--- config.mk ---
export PLATFORM = sky130hd
export DESIGN_NAME = decodeTop
export DESIGN_NICKNAME = d
export VERILOG_FILES = /design/src/decodePkg.sv /design/src/laneResultBus.sv /design/src/decodeTop.sv /design/src/decodeCollector.sv /design/src/decodeLane.sv /design/src/instrQueue.sv
export SDC_FILE = /design/constraint.sdc
export NUM_CORES = 1
export LEC_CHECK = 0
export ABC_CLOCK_PERIOD_IN_PS = 7350
export BUFFER_PORTS_ARGS = -buffer_cell sky130_fd_sc_hd__buf_2
export CAP_MARGIN = 0
export CORE_MARGIN = 4
export CORE_UTILIZATION = 35
export CTS_CLUSTER_DIAMETER = 80
export DETAILED_ROUTE_END_ITERATION = 7
export GPL_ROUTABILITY_DRIVEN = 0
export PLACE_DENSITY = 0.48
export SLEW_MARGIN = 5
export SYNTH_ARGS = -nofsm -noshare
export SYNTH_HDL_FRONTEND = slang
export SYNTH_SLANG_ARGS = --single-unit
--- constraint.sdc ---
create_clock -name clk -period 7.35 [get_ports clk]
set_input_delay 0 -clock clk [delete_from_list [all_inputs] [get_ports clk]]
set_output_delay 0 -clock clk [all_outputs]
set_load 0.1 [all_outputs]
--- src/decodePkg.sv ---
// Decode front end package with instruction field types, class codes and APB register map
package decodePkg;

    // ==================================================
    // Instruction word and field types
    // ==================================================

    // Full instruction word as written by the host
    typedef logic [31:0] instrT;

    // Bits 31:30
    typedef logic [1:0] instrClassT;

    // Bits 27:25
    typedef logic [2:0] aluFuncT;

    // Bits 24:21 when the class is branch
    typedef logic [3:0] condT;

    // Destination at 24:21, sources at 20:17 and 16:13
    typedef logic [3:0] regIdxT;

    // Bits 15:0, overlaps the second source on purpose
    typedef logic [15:0] immT;

    // ==================================================
    // Class codes and special opcodes
    // ==================================================

    localparam instrClassT ClassBranch    = 2'b11;
    localparam instrClassT ClassLoadStore = 2'b10;
    localparam instrClassT ClassRegAlu    = 2'b01;
    localparam instrClassT ClassImmAlu    = 2'b00;

    // Halt matches on bits 31:25 as a whole, so it is a branch with a fixed upper field
    localparam logic [6:0] HaltOpcode = 7'b1101000;

    // ==================================================
    // APB register map
    // ==================================================

    typedef logic [31:0] apbDataT;

    // Write only, pushes one instruction word
    localparam logic [7:0] AddrInstr = 8'h00;

    // Read only, current queue fill level
    localparam logic [7:0] AddrLevel = 8'h04;

endpackage
--- src/laneResultBus.sv ---
// Decoded bundle of one decode lane toward the collector, with valid/ready handshake
`timescale 1ns/100ps

interface laneResultBus;

    // Handshake
    logic                  valid;
    logic                  ready;

    // Decoded fields, stable while valid is high
    decodePkg::instrClassT instrClass;
    logic                  special;
    logic                  setFlags;
    decodePkg::aluFuncT    aluFunc;
    decodePkg::condT       branchCond;
    decodePkg::regIdxT     destReg;
    decodePkg::regIdxT     srcReg1;
    decodePkg::regIdxT     srcReg2;
    decodePkg::immT        imm;
    logic                  regRead;
    logic                  regWrite;
    logic                  halt;

    modport lane (
        output valid, instrClass, special, setFlags, aluFunc, branchCond,
        output destReg, srcReg1, srcReg2, imm, regRead, regWrite, halt,
        input  ready
    );

    modport collector (
        input  valid, instrClass, special, setFlags, aluFunc, branchCond,
        input  destReg, srcReg1, srcReg2, imm, regRead, regWrite, halt,
        output ready
    );

endinterface

--- src/decodeTop.sv ---
// Decode front end top level joining the APB queue, the decode lanes and the collector
`timescale 1ns/100ps

module decodeTop #(
    parameter int NumLanes   = 4,
    parameter int QueueDepth = 8
) (
    input  logic                  clk,
    input  logic                  rst,
    // APB slave
    input  logic                  psel,
    input  logic                  penable,
    input  logic                  pwrite,
    input  logic [7:0]            paddr,
    input  decodePkg::apbDataT    pwdata,
    output decodePkg::apbDataT    prdata,
    output logic                  pready,
    output logic                  pslverr,
    // Decoded output stream
    output logic                  outValid,
    input  logic                  outReady,
    output decodePkg::instrClassT outClass,
    output logic                  outSpecial,
    output logic                  outSetFlags,
    output decodePkg::aluFuncT    outAluFunc,
    output decodePkg::condT       outBranchCond,
    output decodePkg::regIdxT     outDestReg,
    output decodePkg::regIdxT     outSrcReg1,
    output decodePkg::regIdxT     outSrcReg2,
    output decodePkg::immT        outImm,
    output logic                  outRegRead,
    output logic                  outRegWrite,
    output logic                  outHalt
);

    decodePkg::instrT    laneInstr [NumLanes];
    logic [NumLanes-1:0] laneValid;
    logic [NumLanes-1:0] laneReady;

    laneResultBus resultBus [NumLanes] ();

    instrQueue #(
        .NumLanes   (NumLanes),
        .QueueDepth (QueueDepth)
    ) queueInst (
        .clk       (clk),
        .rst       (rst),
        .psel      (psel),
        .penable   (penable),
        .pwrite    (pwrite),
        .paddr     (paddr),
        .pwdata    (pwdata),
        .prdata    (prdata),
        .pready    (pready),
        .pslverr   (pslverr),
        .laneInstr (laneInstr),
        .laneValid (laneValid),
        .laneReady (laneReady)
    );

    for (genvar i = 0; i < NumLanes; i++) begin : laneGen
        decodeLane laneInst (
            .clk        (clk),
            .rst        (rst),
            .instr      (laneInstr[i]),
            .instrValid (laneValid[i]),
            .instrReady (laneReady[i]),
            .result     (resultBus[i])
        );
    end

    decodeCollector #(
        .NumLanes (NumLanes)
    ) collectorInst (
        .clk           (clk),
        .rst           (rst),
        .lanes         (resultBus),
        .outValid      (outValid),
        .outReady      (outReady),
        .outClass      (outClass),
        .outSpecial    (outSpecial),
        .outSetFlags   (outSetFlags),
        .outAluFunc    (outAluFunc),
        .outBranchCond (outBranchCond),
        .outDestReg    (outDestReg),
        .outSrcReg1    (outSrcReg1),
        .outSrcReg2    (outSrcReg2),
        .outImm        (outImm),
        .outRegRead    (outRegRead),
        .outRegWrite   (outRegWrite),
        .outHalt       (outHalt)
    );

endmodule

--- src/decodeCollector.sv ---
// Collector that drains the decode lanes in program order onto a registered output port
`timescale 1ns/100ps

module decodeCollector #(
    parameter int NumLanes = 4
) (
    input  logic                   clk,
    input  logic                   rst,
    laneResultBus.collector        lanes [NumLanes],
    output logic                   outValid,
    input  logic                   outReady,
    output decodePkg::instrClassT  outClass,
    output logic                   outSpecial,
    output logic                   outSetFlags,
    output decodePkg::aluFuncT     outAluFunc,
    output decodePkg::condT        outBranchCond,
    output decodePkg::regIdxT      outDestReg,
    output decodePkg::regIdxT      outSrcReg1,
    output decodePkg::regIdxT      outSrcReg2,
    output decodePkg::immT         outImm,
    output logic                   outRegRead,
    output logic                   outRegWrite,
    output logic                   outHalt
);

    localparam int PtrW    = (NumLanes > 1) ? $clog2(NumLanes) : 1;
    localparam int BundleW = $bits(decodePkg::instrClassT) + $bits(decodePkg::aluFuncT)
        + $bits(decodePkg::condT) + 3 * $bits(decodePkg::regIdxT)
        + $bits(decodePkg::immT) + 5;

    logic [BundleW-1:0]  laneBundle [NumLanes];
    logic [NumLanes-1:0] laneValid;
    logic [BundleW-1:0]  outBundle;
    logic [PtrW-1:0]     drainPtr;
    logic                takeOk;
    logic                take;

    // Output register is free, or its content leaves this cycle
    assign takeOk = !outValid || outReady;
    assign take   = takeOk && laneValid[drainPtr];

    // Flatten each lane bundle so the drain pointer can select it
    for (genvar i = 0; i < NumLanes; i++) begin : laneTap
        assign laneValid[i]  = lanes[i].valid;
        assign laneBundle[i] = {lanes[i].instrClass, lanes[i].special, lanes[i].setFlags,
                                lanes[i].aluFunc, lanes[i].branchCond, lanes[i].destReg,
                                lanes[i].srcReg1, lanes[i].srcReg2, lanes[i].imm,
                                lanes[i].regRead, lanes[i].regWrite, lanes[i].halt};
        assign lanes[i].ready = takeOk && (drainPtr == PtrW'(i));
    end

    // ==================================================
    // Drain pointer and output register
    // ==================================================

    always_ff @(posedge clk) begin
        if (rst) begin
            outValid <= 1'b0;
            drainPtr <= '0;
        end else if (take) begin
            outValid <= 1'b1;
            drainPtr <= (drainPtr == PtrW'(NumLanes - 1)) ? '0 : drainPtr + 1'b1;
        end else if (outReady) begin
            outValid <= 1'b0;
        end
    end

    always_ff @(posedge clk) begin
        if (take) begin
            outBundle <= laneBundle[drainPtr];
        end
    end

    assign {outClass, outSpecial, outSetFlags, outAluFunc, outBranchCond, outDestReg,
            outSrcReg1, outSrcReg2, outImm, outRegRead, outRegWrite, outHalt} = outBundle;

endmodule

--- src/decodeLane.sv ---
// Decode lane that holds one instruction word and presents its decoded bundle until taken
`timescale 1ns/100ps

module decodeLane (
    input  logic             clk,
    input  logic             rst,
    input  decodePkg::instrT instr,
    input  logic             instrValid,
    output logic             instrReady,
    laneResultBus.lane       result
);

    typedef enum logic {
        LaneIdle,
        LaneFull
    } laneStateT;

    laneStateT             state;
    decodePkg::instrT      heldInstr;
    decodePkg::instrClassT instrClass;

    // ==================================================
    // Hold register and handshake
    // ==================================================

    assign instrReady   = (state == LaneIdle);
    assign result.valid = (state == LaneFull);

    always_ff @(posedge clk) begin
        if (rst) begin
            state <= LaneIdle;
        end else begin
            case (state)
                LaneIdle: begin
                    if (instrValid) begin
                        state <= LaneFull;
                    end
                end
                LaneFull: begin
                    // Free again once the collector has taken the bundle
                    if (result.ready) begin
                        state <= LaneIdle;
                    end
                end
                default: begin
                    state <= LaneIdle;
                end
            endcase
        end
    end

    always_ff @(posedge clk) begin
        if (instrValid && instrReady) begin
            heldInstr <= instr;
        end
    end

    // ==================================================
    // Field decode
    // ==================================================

    assign instrClass = heldInstr[31:30];

    always_comb begin
        // Fields shared by every class
        result.instrClass = instrClass;
        result.special    = heldInstr[29];
        result.setFlags   = heldInstr[25];
        result.aluFunc    = heldInstr[27:25];
        result.imm        = heldInstr[15:0];
        result.halt       = (heldInstr[31:25] == decodePkg::HaltOpcode);

        // Class specific fields stay zero unless the class uses them
        result.branchCond = '0;
        result.destReg    = '0;
        result.srcReg1    = '0;
        result.srcReg2    = '0;
        result.regRead    = 1'b0;
        result.regWrite   = 1'b0;

        case (instrClass)
            decodePkg::ClassBranch: begin
                result.branchCond = heldInstr[24:21];
                result.srcReg1    = heldInstr[20:17];
                result.srcReg2    = heldInstr[16:13];
                result.regRead    = 1'b1;
            end
            decodePkg::ClassLoadStore: begin
                result.destReg = heldInstr[24:21];
                result.srcReg1 = heldInstr[20:17];
            end
            decodePkg::ClassRegAlu: begin
                result.destReg = heldInstr[24:21];
                result.srcReg1 = heldInstr[20:17];
                result.srcReg2 = heldInstr[16:13];
            end
            decodePkg::ClassImmAlu: begin
                result.destReg  = heldInstr[24:21];
                result.srcReg1  = heldInstr[20:17];
                result.regRead  = 1'b1;
                result.regWrite = 1'b1;
            end
        endcase
    end

endmodule

--- src/instrQueue.sv ---
// Instruction queue with an APB write port that dispatches words round robin to the lanes
`timescale 1ns/100ps

module instrQueue #(
    parameter int NumLanes   = 4,
    parameter int QueueDepth = 8
) (
    input  logic                clk,
    input  logic                rst,
    input  logic                psel,
    input  logic                penable,
    input  logic                pwrite,
    input  logic [7:0]          paddr,
    input  decodePkg::apbDataT  pwdata,
    output decodePkg::apbDataT  prdata,
    output logic                pready,
    output logic                pslverr,
    output decodePkg::instrT    laneInstr [NumLanes],
    output logic [NumLanes-1:0] laneValid,
    input  logic [NumLanes-1:0] laneReady
);

    localparam int AddrW    = (QueueDepth > 1) ? $clog2(QueueDepth) : 1;
    localparam int LevelW   = $clog2(QueueDepth + 1);
    localparam int LanePtrW = (NumLanes > 1) ? $clog2(NumLanes) : 1;

    decodePkg::instrT    mem [QueueDepth];
    logic [AddrW-1:0]    wrPtr;
    logic [AddrW-1:0]    rdPtr;
    logic [LevelW-1:0]   level;
    logic [LanePtrW-1:0] dispPtr;

    logic access;
    logic isInstr;
    logic isLevel;
    logic full;
    logic empty;
    logic push;
    logic pop;

    // ==================================================
    // APB decode
    // ==================================================

    assign access  = psel && penable;
    assign isInstr = (paddr == decodePkg::AddrInstr);
    assign isLevel = (paddr == decodePkg::AddrLevel);
    assign full    = (level == LevelW'(QueueDepth));
    assign empty   = (level == '0);

    // Instruction writes stretch the access phase while the queue is full
    assign pready  = !(access && pwrite && isInstr && full);
    assign push    = access && pwrite && isInstr && !full;

    // Only instruction writes and level reads are legal
    assign pslverr = access && !((pwrite && isInstr) || (!pwrite && isLevel));

    always_comb begin
        prdata = '0;
        if (access && !pwrite && isLevel) begin
            prdata[LevelW-1:0] = level;
        end
    end

    // ==================================================
    // Dispatch to lanes
    // ==================================================

    // Head goes out on every lane, but only the pointed lane sees valid
    assign pop = !empty && laneReady[dispPtr];

    always_comb begin
        for (int i = 0; i < NumLanes; i++) begin
            laneInstr[i] = mem[rdPtr];
            laneValid[i] = !empty && (dispPtr == LanePtrW'(i));
        end
    end

    // ==================================================
    // FIFO storage and pointers
    // ==================================================

    always_ff @(posedge clk) begin
        if (push) begin
            mem[wrPtr] <= pwdata;
        end
    end

    always_ff @(posedge clk) begin
        if (rst) begin
            wrPtr   <= '0;
            rdPtr   <= '0;
            level   <= '0;
            dispPtr <= '0;
        end else begin
            if (push) begin
                wrPtr <= (wrPtr == AddrW'(QueueDepth - 1)) ? '0 : wrPtr + 1'b1;
            end
            if (pop) begin
                rdPtr   <= (rdPtr == AddrW'(QueueDepth - 1)) ? '0 : rdPtr + 1'b1;
                dispPtr <= (dispPtr == LanePtrW'(NumLanes - 1)) ? '0 : dispPtr + 1'b1;
            end
            // Level moves only when exactly one side is active
            if (push && !pop) begin
                level <= level + 1'b1;
            end else if (pop && !push) begin
                level <= level - 1'b1;
            end
        end
    end

endmodule

# [Word-level counts from Yosys, hierarchy flattened]
# Memory sizes are Yosys's and may differ from the RTL's. A register that Yosys moved wholly into a read port is not among the register bits.
# Cells that the tools add are included.
[word_totals] reg_bits=189 ram_bits=256 input_bits=46 out_inout_bits=77 elab_cells=174 mem_count=1
[memory_table] name="queueInst.mem" depth=8 word_bits=32 read_ports=1 rd_clocked_by_memory_dff=1 write_ports=1 line="instrQueue.sv:27" source="decodePkg::instrT mem [QueueDepth];"
[classes] add_sub_neg=6 n_lt_le_gt_ge=3 eq_ne=26 mux=56 bitwise=5 reduce_logical=62
[op_table] operator="binary-select mux 42 bit (select 2 bit)" n=1
[op_table] operator="2-to-1 mux 42 bit" n=2
[op_table] operator="2-to-1 mux 4 bit" n=19
[op_table] operator="== test 7 bit (second input constant)" n=4
[op_table] operator="logical AND 1 bit" n=26
[op_table] operator="== test 2 bit (second input constant)" n=12
[op_table] operator="2-to-1 mux 1 bit" n=22
[op_table] operator="OR reduction 2 bit" n=8
[op_table] operator="OR reduction 4 bit" n=4
[op_table] operator="== test 2 x 1 -> 1 bit (second input constant)" n=6
[op_table] operator="zero test 2 bit" n=6
[op_table] operator="2-to-1 mux 3 bit" n=4
[op_table] operator="OR reduction 3 bit" n=4
[op_table] operator="== test 8 x 3 -> 1 bit (second input constant)" n=1
[op_table] operator="zero test 1 bit" n=8
[op_table] operator="zero test 8 bit" n=1
[op_table] operator="one-hot mux 1 bit (2 select lines)" n=4
[op_table] operator="adder 3 x 1 -> 3 bit (second input constant)" n=2
[op_table] operator="== test 3 bit (second input constant)" n=2
[op_table] operator="< comparator 2 x 3 -> 1 bit (second input constant)" n=2
[op_table] operator="adder 2 x 1 -> 2 bit (second input constant)" n=2
[op_table] operator="adder 4 x 1 -> 4 bit (second input constant)" n=1
[op_table] operator="binary-select mux 1 bit (select 2 bit)" n=2
[op_table] operator="== test 4 bit (second input constant)" n=1
[op_table] operator="8 further kinds" n=14

# [Logic depth before layout (Yosys ltp)]
[depth] ltp_word=8 ltp_mapped=10 depth_no_buf=10

# [By module]
# From an unflattened synthesis, not the netlist that was laid out.
[unflattened] hier_cells=1060 hier_area_um2=19441.1
[by_module_without_submodules] module="instrQueue" instances=1 cells_each=601 area_each_um2=11517.3 seq_area_each_um2=7987.7
[by_module_without_submodules] module="decodeLane" instances=4 cells_each=84 area_each_um2=1352.5 seq_area_each_um2=980.9
[by_module_without_submodules] module="decodeCollector" instances=1 cells_each=123 area_each_um2=2513.7 seq_area_each_um2=1321.3

# [Worst setup path before layout]
# OpenSTA, ideal clock, no wires.
[synth_path] kind="register -> register" start="reg queueInst.level[0]" end="mem queueInst.mem[4][0] (netlist name), enable pin" setup_time_ps=461 arrival_ps=3363 t_required_ps=6889 slack_ps=3526 path_stages_with_launch=5 path_buffers=0 period_less_slack_ps=3824 cell_sequence="dfxtp_1 nor4b_1 nand4b_2 or2_2 nor3_1"
[synth_via] elab_chain_cells=5
[synth_rtl] item="from (decl)" line="instrQueue.sv:30" source="logic [LevelW-1:0] level;"
[synth_rtl] item="from (signal assigned)" line="instrQueue.sv:105" source="level <= level + 1'b1;"
[synth_rtl] item="from (signal assigned)" line="instrQueue.sv:107" source="level <= level - 1'b1;"
[synth_rtl] item="== test 4 bit" line="instrQueue.sv:48" source="assign full = (level == LevelW'(QueueDepth));"
[synth_rtl] item="zero test 1 bit" line="instrQueue.sv:53" source="assign push = access && pwrite && isInstr && !full;"
[synth_rtl] item="logical AND 1 bit" line="instrQueue.sv:53"
[synth_rtl] item="2-to-1 mux 1 bit" line="instrQueue.sv:84" source="if (push) begin"
[synth_rtl] item="2-to-1 mux 1 bit (not written as such)" line="instrQueue.sv:85" source="mem[wrPtr] <= pwdata;"
[synth_rtl] item="to (decl)" line="instrQueue.sv:27"
# No other way between the ends.

# [Worst setup path in the final report]
[layout_path] start="reg queueInst.level[0]" end="reg queueInst.level[3]"
[layout_via] elab_chain_cells=6 elab_cells_between_ends=15 classes_between="add/sub (2); eq/ne (1); mux (2); reduce/logical (10)"
[layout_rtl] item="branches (longest 6 deep; another with subtractor 4 x 1 -> 4 bit)"
# Parallel ways; which one is timed is not known. The select of a mux whose other input is x is not followed.
# A chain may end at the register's enable or synchronous reset.

==> metrics <==
initial antenna violation count=3; Reg power frac=43.0%; final setup margin=4340 ps; yosys warns=0; RSZ-0062 raised after global routing=false; CP required=7810 ps; Critical Path Start Type=register; detail-routed net length per standard cell=20.8 um; clock slew at reported path FFs=60 ps; Die ar.=53700 um^2; sw frac=around a third; Std-Cell Rows=81; Final ANT Viol Nets=0; Pleak=0.00681 uW; fmax=around 0.33 GHz; Via density=4.84; Max Slew Vio Count=0; area of the core=between 40000 and 50000 um^2; GR Util All Layers=13.3%; Post-synth ARST share=0%; post-DP HPWL=19.8 mm; Min Hold Slack=241 ps; setup TNS=0 ps; ranking of synthesized cells by area=edfxtp_1, mux4_2, dfxtp_1; total grt overflow=0; Tmin final=3010 ps; Crit path arrival time=3470 ps; post-synthesis sequential area ratio=75.4%; clock power share=28.0%; Unique masters post-synth=46; Peak VDD IR=0.155 mV; status=finished, final reports clean; CTS root buf=clkbuf_16; final hold vios=0; Final Routed Wirelength=35.7 mm; Slew Limit Headroom=33.3%; DRT iter0 DRCs=577; vias in the first global route=between 8000 and 9000; Power per Cell Area=just under 400 nW/um^2; synth-to-layout area growth=17.9%; DR DRC count=0; MaxCap Viol Count=0; Worst-Skew Late Latency=580 ps; CTS tree=yes; Mapped Cells=849; Max FO, Critical Path=7; first-pass GRT wire length=about 54 mm; Syn Std Cell Area=17500 um^2; starting density of the core=35.6%; pre-CTS WS=between 4000 and 5000 ps; Tightest Hold Check Type=input pin to register; CTS max path bufs=3; top cell type's share of synthesized area=between 70% and 80%; io pins=approximately 120; period utilization=between 40% and 50%; cell internal pwr=5440 uW; die height=232 um; Post-synth EDFFs=425; Vias=8302; Final #Nets=roughly 1100; Avg Cell Area, Syn=20.6 um^2; Comb power frac=29.1%; NetSw=2740 uW; PortBufs=94; Slew @ Worst Pin=1000 ps; Primary FF master, synth=edfxtp_1; worst setup path class=register to register; TritonCTS buffer count=47; Horiz. Die Dim=232 um; largest net degree at the start of global routing=65; Synth area leader=edfxtp_1; H-tree depth=2; first-pass detailed-route iteration total=4; clk sinks=447; crit end category=register; clock skew=24.5 ps; share of layout cells above drive strength 1=a little under a third; synthesis-stage register bit count=447; # setup viols final=0
==> timing repair <==
| action | 4_1_cts | 5_1_grt |
|---|---|---|
| hold endpoints to repair | 278 | 0 |
| buffers inserted | 0 | 0 |
| resized for setup | 0 | 0 |
| hold buffers | 37 | 0 |
==> metrics by stage <==
step	util (%)	total power, uW	cells	area, um^2
after floorplan	-	5400	876	17600
after global placement	38.2	5970	1590	18800
after detailed placement	38.2	5980	1590	18800
after CTS	42.0	8330	1713	20600
after global routing	42.0	8600	1713	20600
final	42.0	8180	1715	20600
==> logic make-up (layout without fill, tap and decap cells) <==
group / count (synthesis) / count (layout) / share of synthesized area, %
XOR/XNOR: 3 / 3 / 0.150
adder cells (fa/ha/maj): 32 / 32 / 2.33
AO/OA/AOI/OAI: 48 / 48 / 1.96
AND/OR/NAND/NOR: 101 / 101 / 2.99
multiplexers: 134 / 134 / 14.6
buffers and inverters: 83 / 256 / 2.50
flip-flops: 447 / 447 / 75.4
other: 1 / 30 / 0.0214
==> layout make-up <==
cell class / instances / area, um^2
inverters: 21 / 78.8
repair buffers: 149 / 976
clock inverters: 27 / 246
clock buffers: 59 / 1240
diodes: 2 / 5.00
flip-flops and latches: 447 / 13200
well taps: 664 / 831
fillers: 4308 / 28500
multi-input cells: 346 / 4040
==> synthesized netlist by cell type (6+ instances only) <==
| master | instances |
|---|---|
| a21oi_1 | 16 |
| a221oi_1 | 14 |
| buf_2 | 11 |
| buf_4 | 30 |
| clkbuf_1 | 17 |
| dfxtp_1 | 22 |
| edfxtp_1 | 425 |
| ha_1 | 31 |
| inv_1 | 19 |
| mux2_2 | 34 |
| mux2i_1 | 6 |
| mux4_2 | 94 |
| nand2_1 | 17 |
| nor2_1 | 41 |
==> per-layer routing <==
layer,vias to the layer above,global-route usage (%),share of wire (%)
li1,3737,-,-
met1,4352,18.8,46
met2,153,21.1,47
met3,54,2.78,4.7
met4,6,3.81,1.8
met5,-,0,0.11
==> registers in the layout, indices dropped and copies added (netlist names), named ones only <==
| register | flops |
|---|---|
| queueInst.level | 4 |
| queueInst.wrPtr | 3 |
| laneGen.laneInst.result.valid | 4 |
| collectorInst.outValid | 1 |
| laneGen.laneInst.heldInstr | 128 |
| collectorInst.drainPtr | 2 |
| queueInst.dispPtr | 2 |
| collectorInst.outBundle | 41 |
| queueInst.mem | 256 |
| queueInst.rdPtr | 3 |
==> power groups by stage <==
stage / sequential (uW) / clock [uW] / combinational, uW
after floorplan: 4160 / 0 / 1250
after global placement: 3570 / 0 / 2400
after detailed placement: 3580 / 0 / 2400
after CTS: 3530 / 2370 / 2430
after global routing: 3550 / 2480 / 2560
final: 3520 / 2290 / 2380
==> critical path, cell delays in order, from the launching register on <==
cell      delay [ps]
dfxtp_1          380
nor4_2           830
nor2_2           210
inv_1            110
ha_1             160
inv_1             90
ha_1             330
a21oi_1          190
a211oi_1          90
a31oi_1          160
mux2_2           340
==> cells in the final DEF, fill, tap and decap left out, types with 4 or more instances in the layout <==
cell / instances
a21oi_1: 16
a221oi_1: 14
a311oi_1: 5
a32oi_1: 4
and2_1: 4
and3_1: 5
buf_2: 94
buf_4: 18
bufinv_16: 4
clkbuf_1: 11
clkbuf_16: 48
clkinv_1: 13
clkinv_2: 7
conb_1: 28
dfxtp_1: 18
dlygate4sd3_1: 37
edfxtp_1: 425
ha_1: 31
inv_1: 18
mux2_2: 34
mux2i_1: 6
mux4_2: 94
nand2_1: 17
nand2b_1: 4
nor2_1: 35
nor2_4: 6
nor3b_2: 4
or4_1: 4
==> worst paths after layout <==
kind / endpoint / from / slack (ps) / cells past startpoint
max: queueInst.level[3]$_SDFFE_PP0P_ / queueInst.level[0]$_SDFFE_PP0P_ / 4340 / 10
min: queueInst.mem[7][7]$_DFFE_PP_ / pwdata[7] / 240 / 2
min reg2reg: register / queueInst.rdPtr[1]$_SDFFE_PP0P_ / 530 / 2
max reg2reg: queueInst.level[3]$_SDFFE_PP0P_ / queueInst.level[0]$_SDFFE_PP0P_ / 4340 / 10
Note: power is estimated with default switching activity, not from simulation.
